$ cat src/hdl/leaf_pkg.sv
`default_nettype none

package leaf_pkg;

    // field widths of a network packet.
    localparam int LEAF_BITS    = 5;
    localparam int PORT_BITS    = 4;
    localparam int SEQ_BITS     = 7;
    localparam int PAYLOAD_BITS = 32;

    localparam int NUM_OUT_PORTS = 5;

    // index of a kernel output port, 1 to 5 on the wire.
    localparam int CFG_IDX_BITS = 3;

    // configuration payload layout.
    localparam int CFG_IDX_LSB  = 0;
    localparam int CFG_LEAF_LSB = 4;
    localparam int CFG_PORT_LSB = 9;

    // reserved input ports.
    localparam logic [PORT_BITS-1:0] CFG_PORT  = 4'd0;
    localparam logic [PORT_BITS-1:0] DATA_PORT = 4'd1;

    typedef struct packed {
        logic                    valid;
        logic [LEAF_BITS-1:0]    dst_leaf;
        logic [PORT_BITS-1:0]    dst_port;
        logic [SEQ_BITS-1:0]     seq;
        logic [PAYLOAD_BITS-1:0] payload;
    } packet_t;

    typedef struct packed {
        logic                    en;
        logic [CFG_IDX_BITS-1:0] out_port;
        logic [LEAF_BITS-1:0]    dst_leaf;
        logic [PORT_BITS-1:0]    dst_port;
    } cfg_wr_t;

    typedef enum logic [1:0] {
        IDLE,
        FORWARD,
        WAIT_ACK
    } kernel_state_t;

endpackage

`default_nettype wire

$ cat src/hdl/user_kernel.sv
`timescale 1ns/10ps
`default_nettype none

module user_kernel (
    input  logic                                                          clk,
    input  logic                                                          user_rst_n,
    input  logic [leaf_pkg::PAYLOAD_BITS-1:0]                              dout_leaf_interface2user,
    input  logic                                                          vld_interface2user,
    input  logic [leaf_pkg::NUM_OUT_PORTS-1:0]                             ack_interface2user,
    output logic                                                          ack_user2interface,
    output logic [leaf_pkg::NUM_OUT_PORTS-1:0][leaf_pkg::PAYLOAD_BITS-1:0] din_leaf_user2interface,
    output logic [leaf_pkg::NUM_OUT_PORTS-1:0]                             vld_user2interface
);

    localparam int IW = leaf_pkg::CFG_IDX_BITS;

    leaf_pkg::kernel_state_t           state;
    logic [IW-1:0]                     target;
    logic [leaf_pkg::PAYLOAD_BITS-1:0] word_q;
    logic                              take;

    // ack is a register so the kernel never acks while held in reset.
    assign take = (state == leaf_pkg::IDLE) && ack_user2interface && vld_interface2user;

    always_ff @(posedge clk) begin
        if (!user_rst_n) begin
            state              <= leaf_pkg::IDLE;
            target             <= '0;
            ack_user2interface <= 1'b0;
        end else begin
            case (state)
                leaf_pkg::IDLE: begin
                    if (take) begin
                        ack_user2interface <= 1'b0;
                        state              <= leaf_pkg::FORWARD;
                    end else begin
                        ack_user2interface <= 1'b1;
                    end
                end
                leaf_pkg::FORWARD: begin
                    state <= leaf_pkg::WAIT_ACK;
                end
                leaf_pkg::WAIT_ACK: begin
                    if (ack_interface2user[target]) begin
                        target <= (target == IW'(leaf_pkg::NUM_OUT_PORTS-1)) ? '0 : target + 1'b1;
                        ack_user2interface <= 1'b1;
                        state              <= leaf_pkg::IDLE;
                    end
                end
                default: begin
                    state <= leaf_pkg::IDLE;
                end
            endcase
        end
    end

    always_ff @(posedge clk) begin
        if (take) begin
            word_q <= dout_leaf_interface2user;
        end
    end

    // word on the target lane, vld raised once the data is settled.
    always_comb begin
        din_leaf_user2interface = '0;
        vld_user2interface      = '0;
        if (state != leaf_pkg::IDLE) begin
            din_leaf_user2interface[target] = word_q;
        end
        if (state == leaf_pkg::WAIT_ACK) begin
            vld_user2interface[target] = 1'b1;
        end
    end

endmodule

`default_nettype wire

$ cat config.mk
export PLATFORM = sky130hd
export DESIGN_NAME = user_kernel
export DESIGN_NICKNAME = d
export VERILOG_FILES = /design/src/hdl/leaf_pkg.sv /design/src/hdl/user_kernel.sv
export SDC_FILE = /design/constraint.sdc
export NUM_CORES = 1
export LEC_CHECK = 0
export BUFFER_PORTS_ARGS = -buffer_cell sky130_fd_sc_hd__buf_2
export CAP_MARGIN = 40
export CORE_ASPECT_RATIO = 2
export CORE_MARGIN = 2
export CORE_UTILIZATION = 34
export CTS_BUF_LIST = sky130_fd_sc_hd__clkbuf_2
export DETAILED_ROUTE_END_ITERATION = 10
export PLACE_DENSITY = 0.78
export SETUP_SLACK_MARGIN = 0.1
export SLEW_MARGIN = 20
export SYNTH_ARGS = -nofsm -noshare
export SYNTH_HDL_FRONTEND = slang
export SYNTH_SLANG_ARGS = --single-unit
$ cat constraint.sdc
create_clock -name clk -period 2.54 [get_ports clk]
set_clock_uncertainty 0.15 [all_clocks]
set_input_delay 0.508 -clock clk [delete_from_list [all_inputs] [get_ports clk]]
set_output_delay 0.508 -clock clk [all_outputs]
set_load 0.05 [all_outputs]
======== Word level (Yosys, flattened, before mapping) ========
Cells that the tools add are included.
operators by class
  bitwise operators ....................... 1
  $add $sub $neg .......................... 1
  equal/unequal tests ..................... 5
  reductions and logical operators ........ 9
  magnitude comparators ................... 2
  muxes and demuxes ....................... 15
operators by type and width
  kind                                                                           number
  160-bit bitwise AND                                                            1
  160-bit two-way mux                                                            1
  32-bit demux with 3-bit select                                                 1
  32-bit two-way mux                                                             1
  2-bit case mux with 3 select lines                                             1
  2-bit AND reduction                                                            3
  5-bit two-way mux                                                              1
  3-bit by 4-bit less-than comparator with 1-bit output (second input constant)  1
  1-bit two-way mux                                                              4
  2-bit two-way mux                                                              2
  2-bit != test (second input constant)                                          2
  2-bit nonzero test                                                             2
  3-bit by 1-bit adder with 3-bit output (second input constant)                 1
  1-bit binary-select mux with 3-bit select                                      1
  1-bit demux with 3-bit select                                                  1
  3-bit == test (second input constant)                                          1
  3-bit by 1-bit >= comparator with 1-bit output (second input constant)         1
  1-bit logical AND                                                              3
  3-bit two-way mux                                                              1
  2-bit by 1-bit == test with 1-bit output (second input constant)               1
  2-bit == test (second input constant)                                          1
  2-bit zero test                                                                1
  1-bit case mux with 2 select lines                                             1
word-level totals
  flip-flop bits (word level) ............. 38
  logic and storage cells ................. 37
  input port bits ......................... 40

======== Depth between registers and ports, before layout ========
Gate-level depths: netlist of run 1.
  depth after elaboration ................. 6
  mapped depth ............................ 6
  gate-level depth less buffers ........... 5

======== Worst setup path after synthesis of run 1 ========
OpenSTA, ideal clock, no wires.
  path type ............................... register -> register
  start point ............................. register state[0]
  end point ............................... register word_q[0] (netlist bit) (enable)
  slack ................................... -0.198 ns
  arrival ................................. 2.165 ns
  required time ........................... 1.966 ns
  buffers on the path ..................... 1
  stages on the path, launching flop included .. 4
  cell sequence ........................... dfxtp_1 > or2_2 > clkbuf_1 > nor2_1
between the ends
  longest elaborated chain between the ends .. 3
RTL lines
  element                          RTL line           text
  start, declared                  user_kernel.sv:17  leaf_pkg::kernel_state_t state;
  start signal, assigned           user_kernel.sv:27  state <= leaf_pkg::IDLE;
  start signal, assigned           user_kernel.sv:35  state <= leaf_pkg::FORWARD;
  start signal, assigned           user_kernel.sv:41  state <= leaf_pkg::WAIT_ACK;
  2-bit zero test                  user_kernel.sv:23  assign take = (state == leaf_pkg::IDLE) && ack_user2interface && vld_interface2user;
  1-bit logical AND (2 in series)  user_kernel.sv:23
  named net take                   user_kernel.sv:20  logic take;
  end signal, assigned             user_kernel.sv:59  word_q <= dout_leaf_interface2user;
  end, declared                    user_kernel.sv:19  logic [leaf_pkg::PAYLOAD_BITS-1:0] word_q;
The timed path passes the listed nets, and every way through them passes these cells.
A chain may end at the register's enable or synchronous reset.

==> flow_metrics.env, run 1 <==
export IMPL_slew_headroom_pct=66.8
export IMPL_hold_start="dout_leaf_interface2user[14]"
export IMPL_viasPerCell=5.12
export IMPL_yosysUniqueCellTypes=26
export IMPL_yosys_area_top_type="edfxtp_1"
export IMPL_power_density_nw_per_um2=281
export IMPL_swShare_pct=33.8
export IMPL_tightest_slew_ns=0.497
export IMPL_wl_um=11000
export IMPL_ctsLongestPathBuffers=2
export IMPL_wl_per_cell_um=18.3
export IMPL_outcome="finished, final reports clean"
export IMPL_netlist_instances=299
export IMPL_drcViolationCount=0
export IMPL_p_sw_uw=449
export IMPL_ant_nets=0
export IMPL_gp_congestion=0.819
export IMPL_antenna_found_initial=0
export IMPL_grt_pass1_vias=2591
export IMPL_hold_path_endpoint="word_q[14]$_DFFE_PP_"
export IMPL_cts_root_buf="clkbuf_2"
export IMPL_grt_setup_unrepaired="yes"
export IMPL_drive_above_1_share_pct=67.3
export IMPL_critPathLaunchType="flop"
export IMPL_timing_setup_tns_ns=0
export IMPL_syn_area_um2=2210
export IMPL_reg2reg_from="target[0]$_SDFFE_PN0P_"
export IMPL_cp_required_ns=1.88
export IMPL_final_hold_viol_count=0
export IMPL_drt_iter0_drc=193
export IMPL_nets=554
export IMPL_synth_area_top_cells="edfxtp_1 (44%), nor2_1 (28%), nand2_1 (7.3%), dfxtp_1 (5.4%), clkbuf_1 (3.4%)"
export IMPL_die_y_um=118
export IMPL_portBuffers=205
export IMPL_yosysSeqAreaShare_pct=49.0
export IMPL_grt_max_degree=27
export IMPL_grt_usage_pct=23.3
export IMPL_cts_clk_slew_worst_paths_ns=0.20
export IMPL_wl_met1_um=3430
export IMPL_initial_core_util_pct=35.0
export IMPL_endpoint_kind="primary output"
export IMPL_worstSetupPathType="flop to primary output"
export IMPL_syn_area_per_cell_um2=7.38
export IMPL_syn_to_final_growth_pct=114
export IMPL_worst_slack_ns=0.0850
export IMPL_overflow=0
export IMPL_synth_nets=341
export IMPL_period_needed_ns=2.46
export IMPL_hold_path_class="primary input to flop"
export IMPL_num_vias=3068
export IMPL_power_leakage_uw=0.00196
export IMPL_htreeDepth=2
export IMPL_cts_sinks=38
export IMPL_synth_top_cell_area_share_pct=43.5
export IMPL_cts_hold_buf=0
export IMPL_place_detailed_hpwl_um=5830
export IMPL_rows=41
export IMPL_ir_worst_vdd_mv=0.361
export IMPL_grt_first_pass_wirelength_um=12800
export IMPL_diodes=0
export IMPL_wl_met3_um=886
export IMPL_power_frac_seq_pct=54.2
export IMPL_drv_slew=0
export IMPL_worst_r2r_endpoint="target[2]$_SDFFE_PN0P_"
export IMPL_ios=206
export IMPL_rrSetupSlack_ns=0.69
export IMPL_die_x_um=61.0
export IMPL_core_area_um2=6310
export IMPL_cts_buffers=5
export IMPL_p_comb_share_pct=25.3
export IMPL_synth_seq_cells=38
export IMPL_insertion_delay_ns=0.38
export IMPL_n_fill_cell=427
export IMPL_fin_crit_sh_pct=96.7
export IMPL_routed_wl_met2_um=6320
export IMPL_cap_viol_max_count=0
export IMPL_hold_depth=1
export IMPL_fmax_ghz=0.407
export IMPL_first_pass_iters=5
export IMPL_tritoncts="yes"
export IMPL_critPathArrivalTime_ns=1.80
export IMPL_maxUsedRoutingLayer="met4"
export IMPL_post_place_ws_ns=0.228
export IMPL_synth_warnings=0
export IMPL_setup_violations=0
export IMPL_pwr_share_clk_pct=20.6
export IMPL_p_int_uw=880
export IMPL_r2r_cells=5
export IMPL_critPathMaxFanout=17
export IMPL_holdWs_ns=0.130
export IMPL_die_area_um2=7190
## cells in the mapped netlist, drive strengths merged
| library cell | count |
|---|---|
| inv | 4 |
| o21ai | 2 |
| nor4b | 1 |
| a21oi | 1 |
| or3 | 2 |
| dfxtp | 6 |
| nor2b | 1 |
| nand2 | 43 |
| nor2 | 167 |
| nand3 | 2 |
| and2 | 1 |
| edfxtp | 32 |
| o32ai | 2 |
| nand3b | 3 |
| ha | 2 |
| o31ai | 1 |
| buf | 3 |
| clkbuf | 20 |
| or2 | 1 |
| mux2i | 3 |
| nor3 | 1 |
| o221a | 1 |
## registers in the layout, summed over array words and instances (netlist names)
register	flops
word_q	32
ack_user2interface	1
target	3
state	2
## metal layers
metal / up-vias / global-route usage, %
met3: 38 / 3.85
li1: 1369 / -
met4: 0 / 8.56
met5: - / 0
met2: 200 / 42.7
met1: 1461 / 25.0
## through the flow
| stage | utilization [%] | total power (µW) | cells | area, µm² |
|---|---|---|---|---|
| after detailed placement | 53.0 | 993 | 578 | 3340 |
| after CTS | 59.2 | 1280 | 590 | 3740 |
| after floorplan | - | 913 | 299 | 2210 |
| final | 74.9 | 1330 | 599 | 4720 |
| after global placement | 53.0 | 987 | 578 | 3340 |
| after global routing | 74.9 | 1380 | 599 | 4720 |
## worst max-delay path, stage by stage (launching register included)
cell	delay, ns
dfxtp_4	0.40
inv_2	0.06
or3_4	0.41
buf_12	0.18
nor2_1	0.17
buf_6	0.19
## logic make-up (layout without fill, tap and decap cells)
logic type               after synthesis  in the layout  share of synthesized area, %
AO/OA/AOI/OAI                          7              7                          4.03
flip-flops                            38             38                          49.0
AND/OR/NAND/NOR                      222            225                          39.2
buffers and inverters                 27            238                          5.27
multiplexers                           3              3                          1.36
adder cells (fa/ha/maj)                2              2                          1.13
## cells in the final DEF (no fill, tap or decap), types with 2 or more instances in the layout
cell / count
buf_6: 119
nor2_1: 82
nor2_2: 80
buf_2: 54
nand2_1: 35
edfxtp_1: 32
buf_4: 22
clkbuf_4: 20
buf_12: 9
nand2_2: 8
clkbuf_2: 6
nor2_4: 5
or2_4: 3
nand3b_1: 3
mux2i_1: 3
dfxtp_4: 3
or3_4: 2
inv_1: 2
ha_1: 2
clkinv_2: 2
dfxtp_2: 2
## area by class of cell
| type | instances | area (µm²) | share of cell area (%) |
|---|---|---|---|
| inverter | 4 | 18.8 | 0.397 |
| clock buffer | 6 | 30.0 | 0.636 |
| tap | 86 | 108 | 2.28 |
| clock inverter | 2 | 10.0 | 0.212 |
| multi-input combinational | 237 | 1320 | 27.9 |
| sequential | 38 | 1090 | 23.2 |
| timing repair buffer | 226 | 2150 | 45.4 |
## power by group through the flow
stage | Sequential (µW) | Clock [µW] | Combinational (µW)
after floorplan | 737 | 0 | 176
after global placement | 731 | 0 | 256
after detailed placement | 733 | 0 | 260
after CTS | 717 | 277 | 282
after global routing | 722 | 302 | 352
final | 720 | 273 | 336
## worst max-delay path by stage
stage                            from                     endpoint  slack (ns)  cells after the start
2_1_floorplan  target[1]$_SDFFE_PN0P_  din_leaf_user2interface[66]        0.05                      5
3_3_place_gp    state[0]$_SDFFE_PN0P_  din_leaf_user2interface[55]        0.30                      4
3_5_place_dp    state[1]$_SDFFE_PN0P_  din_leaf_user2interface[52]        0.23                      4
4_1_cts        target[0]$_SDFFE_PN0P_  din_leaf_user2interface[27]        0.10                      4
5_1_grt        target[1]$_SDFFE_PN0P_  din_leaf_user2interface[79]        0.02                      5
6_report       target[1]$_SDFFE_PN0P_  din_leaf_user2interface[79]        0.08                      5
## timing repair
item                       4_1_cts  5_1_grt
buffers inserted                 3        6
pin swaps                        1        3
setup endpoints to repair      165      163
gates resized for setup        116      323
cloned                           1        3
Note: power is estimated with default switching activity, not from simulation.
==> run 2: changes to the inputs <==
Settings changed: CORE_AREA from default to 2 2 79 81, CORE_ASPECT_RATIO 2 to default, CORE_MARGIN 2 to default, CORE_UTILIZATION 34 to default, DIE_AREA from default to 0 0 81 83, PLACE_DENSITY 0.78 to 0.82.
Clock period 2.54 ns to 3.02 ns, I/O delays scaled along.
==> run 2 against run 1 <==
Combinational power down 35%. Clock power up 11%. Critical path depth did not move. Final cell count decreased by 4.2%. Register-to-register slack better by 0.33 ns. Wire length shrank 31%. Global-route usage down 1.8 points. Design area is 28% lower. Via count fell by 9.5%. Utilization down 17 points. Sequential cell count is the same. Largest power group unchanged.
==> flow_metrics.env, run 2 (synthesis gave the netlist of run 1 again) <==
export IMPL_cp_depth=5
export IMPL_wl_per_cell_um=13.3
export IMPL_initial_core_util_pct=38.0
export IMPL_critPathMaxFanout=15
export IMPL_slew_headroom_pct=63.4
export IMPL_cp_buffers_inverters=3
export IMPL_critPathLaunchType="flop"
export IMPL_wl_um=7620
export IMPL_antenna_found_initial=0
export IMPL_fin_area_um2=3390
export IMPL_crit_path_cell_trace="inv_2, or3_1, buf_4, nor2_1, buf_2"
export IMPL_syn_to_final_growth_pct=53.7
export IMPL_tritoncts="yes"
export IMPL_critPathMaxStageDelay_ns=0.54
export IMPL_post_dp_cell_area_um2=3320
export IMPL_drive_above_1_share_pct=46.5
export IMPL_final_common_cell="buf_2"
export IMPL_hold_path_class="primary input to flop"
export IMPL_insertion_delay_ns=0.37
export IMPL_grt_pass1_vias=2415
export IMPL_die_x_um=81
export IMPL_core_area_um2=5820
export IMPL_power_leakage_uw=0.00180
export IMPL_fmax_ghz=0.360
export IMPL_gp_congestion=0.835
export IMPL_drt_iter0_drc=121
export IMPL_regArea_um2=1080
export IMPL_worstSetupPathType="flop to primary output"
export IMPL_cp_required_ns=2.27
export IMPL_setup_violations=0
export IMPL_cts_clk_slew_worst_paths_ns=0.19
export IMPL_viasPerCell=4.84
export IMPL_die_y_um=83
export IMPL_cts_setup_buffers=0
export IMPL_endpoint_kind="primary output"
export IMPL_wl_met3_um=685
export IMPL_critPathArrivalTime_ns=2.03
export IMPL_ios=206
export IMPL_multi_input_area_um2=1020
export IMPL_final_hold_viol_count=0
export IMPL_grt_usage_pct=21.5
export IMPL_dp_cells=566
export IMPL_cap_viol_max_count=0
export IMPL_overflow=0
export IMPL_cp_top_family="buffers and inverters"
export IMPL_rows=28
export IMPL_r2r_cells=3
export IMPL_largestRegisters="word_q: 32 flops, target: 3 flops, state: 2 flops"
export IMPL_routed_wl_met2_um=3930
export IMPL_cts_buffers=5
export IMPL_n_fill_cell=545
export IMPL_portBuffers=205
export IMPL_layout_common_cells="buf_2 (205), nor2_1 (166), nand2_1 (42)"
export IMPL_cts_sinks=38
export IMPL_holdWs_ns=0.235
export IMPL_wl_met1_um=2890
export IMPL_ctsLongestPathBuffers=2
export IMPL_layout_cells_non_filler=574
export IMPL_outcome="finished, final reports clean"
export IMPL_maxUsedRoutingLayer="met4"
export IMPL_grt_max_degree=34
export IMPL_largest_register="word_q"
export IMPL_first_pass_iters=4
export IMPL_grt_setup_unrepaired="yes"
export IMPL_diodes=0
export IMPL_num_vias=2778
export IMPL_tightest_slew_ns=0.549
export IMPL_ant_nets=0
export IMPL_power_density_nw_per_um2=333
export IMPL_timing_setup_tns_ns=0
export IMPL_htreeDepth=2
export IMPL_fin_crit_sh_pct=92.0
export IMPL_place_detailed_hpwl_um=5860
export IMPL_period_needed_ns=2.78
export IMPL_cts_root_buf="clkbuf_2"
export IMPL_cts_hold_buf=0
export IMPL_ir_worst_vdd_mv=0.314
export IMPL_drv_slew=0
export IMPL_hold_depth=1
export IMPL_fin_util_pct=58.3
export IMPL_die_area_um2=6720
export IMPL_largest_reg_flops=32
export IMPL_nets=540
export IMPL_grt_first_pass_wirelength_um=11400
export IMPL_drcViolationCount=0
export IMPL_critPathSlowestCell="dfxtp_1"
==> run 2: worst reg2reg max path, cell delays in order, from the launching register on <==
cell	delay (ns)
dfxtp_1	0.37
or2_4	0.38
nor2_4	0.43
buf_4	0.36
==> run 2: layout make-up <==
class | count | share of cell area [%]
sequential | 38 | 31.9
inverter | 4 | 0.443
multi-input combinational | 234 | 30.1
timing repair buffer | 215 | 32.8
clock buffer | 5 | 0.738
clock inverter | 3 | 1.18
tap | 75 | 2.77
==> run 2: final timing paths <==
path                                                  start                          end  slack (ns)
worst max-delay path                 target[1]$_SDFFE_PN0P_  din_leaf_user2interface[74]        0.24
worst min register to register       target[0]$_SDFFE_PN0P_       target[0]$_SDFFE_PN0P_        0.37
worst max register to register        state[0]$_SDFFE_PN0P_         word_q[10]$_DFFE_PP_        1.02
worst min-delay path            dout_leaf_interface2user[4]          word_q[4]$_DFFE_PP_        0.24
==> run 2: routing by layer <==
layer	GRT usage [%]	vias to the layer above
li1	-	1333
met1	24.4	1274
met2	39.2	159
met3	4.78	12
met4	6.32	0
met5	0	-
==> run 2: per-stage QoR <==
| stage | setup WS [ns] | power [µW] |
|---|---|---|
| 6_report | 0.240 | 1130 |
| 2_1_floorplan | 0.282 | 768 |
| 3_3_place_gp | 0.623 | 831 |
| 3_5_place_dp | 0.552 | 837 |
| 5_1_grt | 0.0956 | 1180 |
| 4_1_cts | 0.124 | 1140 |
==> run 2: repair_timing <==
item | in CTS | in global routing
pin swaps | 0 | 0
resized for setup | 1 | 2
cloned | 0 | 0
endpoints found under the setup margin | 2 | 22
==> run 2: power breakdown <==
part           internal [µW]  leakage [µW]  switching (µW)
Clock                    138     0.0000427             166
Sequential               597      0.000346            7.75
Combinational           54.0       0.00141             166
Total                    789       0.00180             340
==> run 3: changes to the inputs <==
Settings changed: ABC_AREA from default to 1.
==> run 3 against run 2 <==
Critical endpoint is now din_leaf_user2interface[69]. Global-route usage up 0.65 points. Non-clock buffer count down 1. Total power up 15%. Sequential power up 0.8%.
==> flow_metrics.env, run 3 <==
export IMPL_outcome="finished, final reports clean"
export IMPL_swShare_pct=31.7
export IMPL_drv_slew=0
export IMPL_grt_pass1_vias=2422
export IMPL_syn_to_final_growth_pct=54.3
export IMPL_layout_common_cells="buf_2 (205), nor2_1 (176), nand2_1 (43)"
export IMPL_power_density_nw_per_um2=383
export IMPL_cap_viol_max_count=0
export IMPL_htreeDepth=2
export IMPL_largest_register="word_q"
export IMPL_gp_congestion=0.873
export IMPL_viasPerCell=4.59
export IMPL_wl_per_cell_um=12.9
export IMPL_die_x_um=81
export IMPL_cts_hold_buf=0
export IMPL_synth_nets=351
export IMPL_grt_max_degree=34
export IMPL_cts_buffers=5
export IMPL_largest_reg_flops=32
export IMPL_post_dp_cell_area_um2=3280
export IMPL_ir_worst_vdd_mv=0.232
export IMPL_drive_above_1_share_pct=45.3
export IMPL_first_pass_iters=4
export IMPL_p_int_uw=886
export IMPL_final_common_cell="buf_2"
export IMPL_tritoncts="yes"
export IMPL_portBuffers=205
export IMPL_power_leakage_uw=0.00188
export IMPL_cp_required_ns=2.27
export IMPL_synthFlopType="edfxtp_1"
export IMPL_synth_warnings=0
export IMPL_ant_nets=0
export IMPL_core_area_um2=5820
export IMPL_synth_area_top_cells="edfxtp_1 (44%), nor2_1 (30%), nand2_1 (7.9%), dfxtp_1 (5.5%), buf_2 (4.1%)"
export IMPL_setup_violations=0
export IMPL_endpoint_kind="primary output"
export IMPL_yosysUniqueCellTypes=18
export IMPL_final_hold_viol_count=0
export IMPL_period_needed_ns=2.70
export IMPL_slew_headroom_pct=72.0
export IMPL_cts_clk_slew_worst_paths_ns=0.22
export IMPL_die_y_um=83
export IMPL_rows=28
export IMPL_wl_um=7590
export IMPL_async_flop_share_pct=0
export IMPL_yosys_area_top_type="edfxtp_1"
export IMPL_place_detailed_hpwl_um=5640
export IMPL_largestRegisters="word_q: 32 flops, target: 3 flops, state: 2 flops"
export IMPL_critPathArrivalTime_ns=1.94
export IMPL_cts_setup_buffers=0
export IMPL_syn_area_um2=2200
export IMPL_synth_seq_cells=38
export IMPL_yosysMostFrequentCell="nor2_1"
export IMPL_nets=553
export IMPL_antenna_found_initial=1
export IMPL_tightest_slew_ns=0.421
export IMPL_netlist_instances=309
export IMPL_critPathMaxFanout=20
export IMPL_grt_usage_pct=22.1
export IMPL_num_vias=2701
export IMPL_grt_first_pass_wirelength_um=11600
export IMPL_synth_top_cell_area_share_pct=43.8
export IMPL_p_sw_uw=412
export IMPL_cts_root_buf="clkbuf_2"
export IMPL_timing_setup_tns_ns=0
export IMPL_cts_sinks=38
export IMPL_ctsLongestPathBuffers=2
export IMPL_die_area_um2=6720
export IMPL_fmax_ghz=0.371
export IMPL_grt_setup_unrepaired="no"
export IMPL_worstSetupPathType="flop to primary output"
export IMPL_synth_common_cells="nor2_1 (176), nand2_1 (46), edfxtp_1 (32)"
export IMPL_fin_area_um2=3390
export IMPL_yosysSeqAreaShare_pct=49.2
export IMPL_ios=206
export IMPL_drt_iter0_drc=118
export IMPL_overflow=0
export IMPL_critPathLaunchType="flop"
export IMPL_fin_crit_sh_pct=89.2
export IMPL_initial_core_util_pct=37.8
export IMPL_drcViolationCount=0
export IMPL_hold_path_class="primary input to flop"
export IMPL_insertion_delay_ns=0.38
export IMPL_p_comb_share_pct=22.7
export IMPL_synth_edf_count=32
export IMPL_syn_area_per_cell_um2=7.11
export IMPL_power_frac_seq_pct=47.0
export IMPL_pwr_share_clk_pct=30.3
==> run 3: cell types whose count changed in the layout (fill, tap and decap cells not counted), moves of 2 or more <==
cell	before	now
nor2_1	166	176
or3_1	2	0
inv_1	3	9
mux2i_1	3	0
nand3_1	2	6
nand3b_1	3	0
clkinv_2	2	0
a21oi_1	1	5
==> run 3: worst paths after layout <==
kind	slack, ns	end	start	cells past startpoint
worst min-delay path	0.20	word_q[19]$_DFFE_PP_	dout_leaf_interface2user[19]	1
worst min register to register	0.38	ack_user2interface$_SDFFE_PN0P_	ack_user2interface$_SDFFE_PN0P_	2
worst max-delay path	0.32	din_leaf_user2interface[69]	target[2]$_SDFFE_PN0P_	5
worst max register to register	1.40	word_q[6]$_DFFE_PP_	state[0]$_SDFFE_PN0P_	4
==> run 3: timing repair <==
item / CTS / global route
hold endpoints to repair: 0 / 0
endpoints found under the setup margin: 47 / 50
resized for setup: 3 / 3
pin swaps: 0 / 0
==> run 3: cell families (layout without fill, tap and decap cells) <==
kind of cell / Yosys count / in the layout / synth area share (%)
AO/OA/AOI/OAI: 7 / 7 / 1.77
XOR/XNOR: 1 / 1 / 0.399
adder cells (fa/ha/maj): 2 / 2 / 1.14
buffers and inverters: 29 / 232 / 6.32
flip-flops: 38 / 38 / 49.2
other: 0 / 1 / 0
AND/OR/NAND/NOR: 232 / 232 / 41.1
==> run 3: per-layer routing <==
layer	routed length (µm)	vias up	global-route usage, %	part of all wire [%]
met3	723	12	5.54	9.5
met5	0	-	0	0
met4	113	0	7.09	1.5
met2	3770	141	38.6	50
met1	2980	1192	26.2	39
li1	-	1356	-	-
==> run 3: metrics by stage <==
step	utilization, %	instances	worst slack (ns)	hold slack, ns	power [µW]
2_1_floorplan	-	309	0.732	0.329	830
3_3_place_gp	56.4	579	0.622	0.338	908
3_5_place_dp	56.4	579	0.553	0.362	915
4_1_cts	58.1	587	0.224	0.184	1310
5_1_grt	58.2	587	0.102	0.134	1360
6_report	58.3	588	0.325	0.203	1300
==> run 3: final cells by class <==
type / instances / area, µm²
Tap cell: 75 / 93.8
Multi-Input combinational cell: 242 / 988
Inverter: 10 / 37.5
Fill cell: 564 / 2430
Sequential cell: 38 / 1080
Antenna cell: 1 / 2.50
Clock inverter: 3 / 63.8
Timing Repair Buffer: 214 / 1090
Clock buffer: 5 / 25.0
==> run 3: power by group through the flow <==
stage	Clock (µW)	Sequential [µW]	Combinational, µW
floorplan	0	625	205
global placement	0	621	287
detailed placement	0	622	294
CTS	406	610	295
global route	432	614	317
finish	394	610	294
==> run 3: critical path: stages, from the launching register on <==
cell,delay [ns]
dfxtp_1,0.57
nor2_4,0.09
nand2_2,0.25
buf_4,0.34
nor2_1,0.08
buf_2,0.21
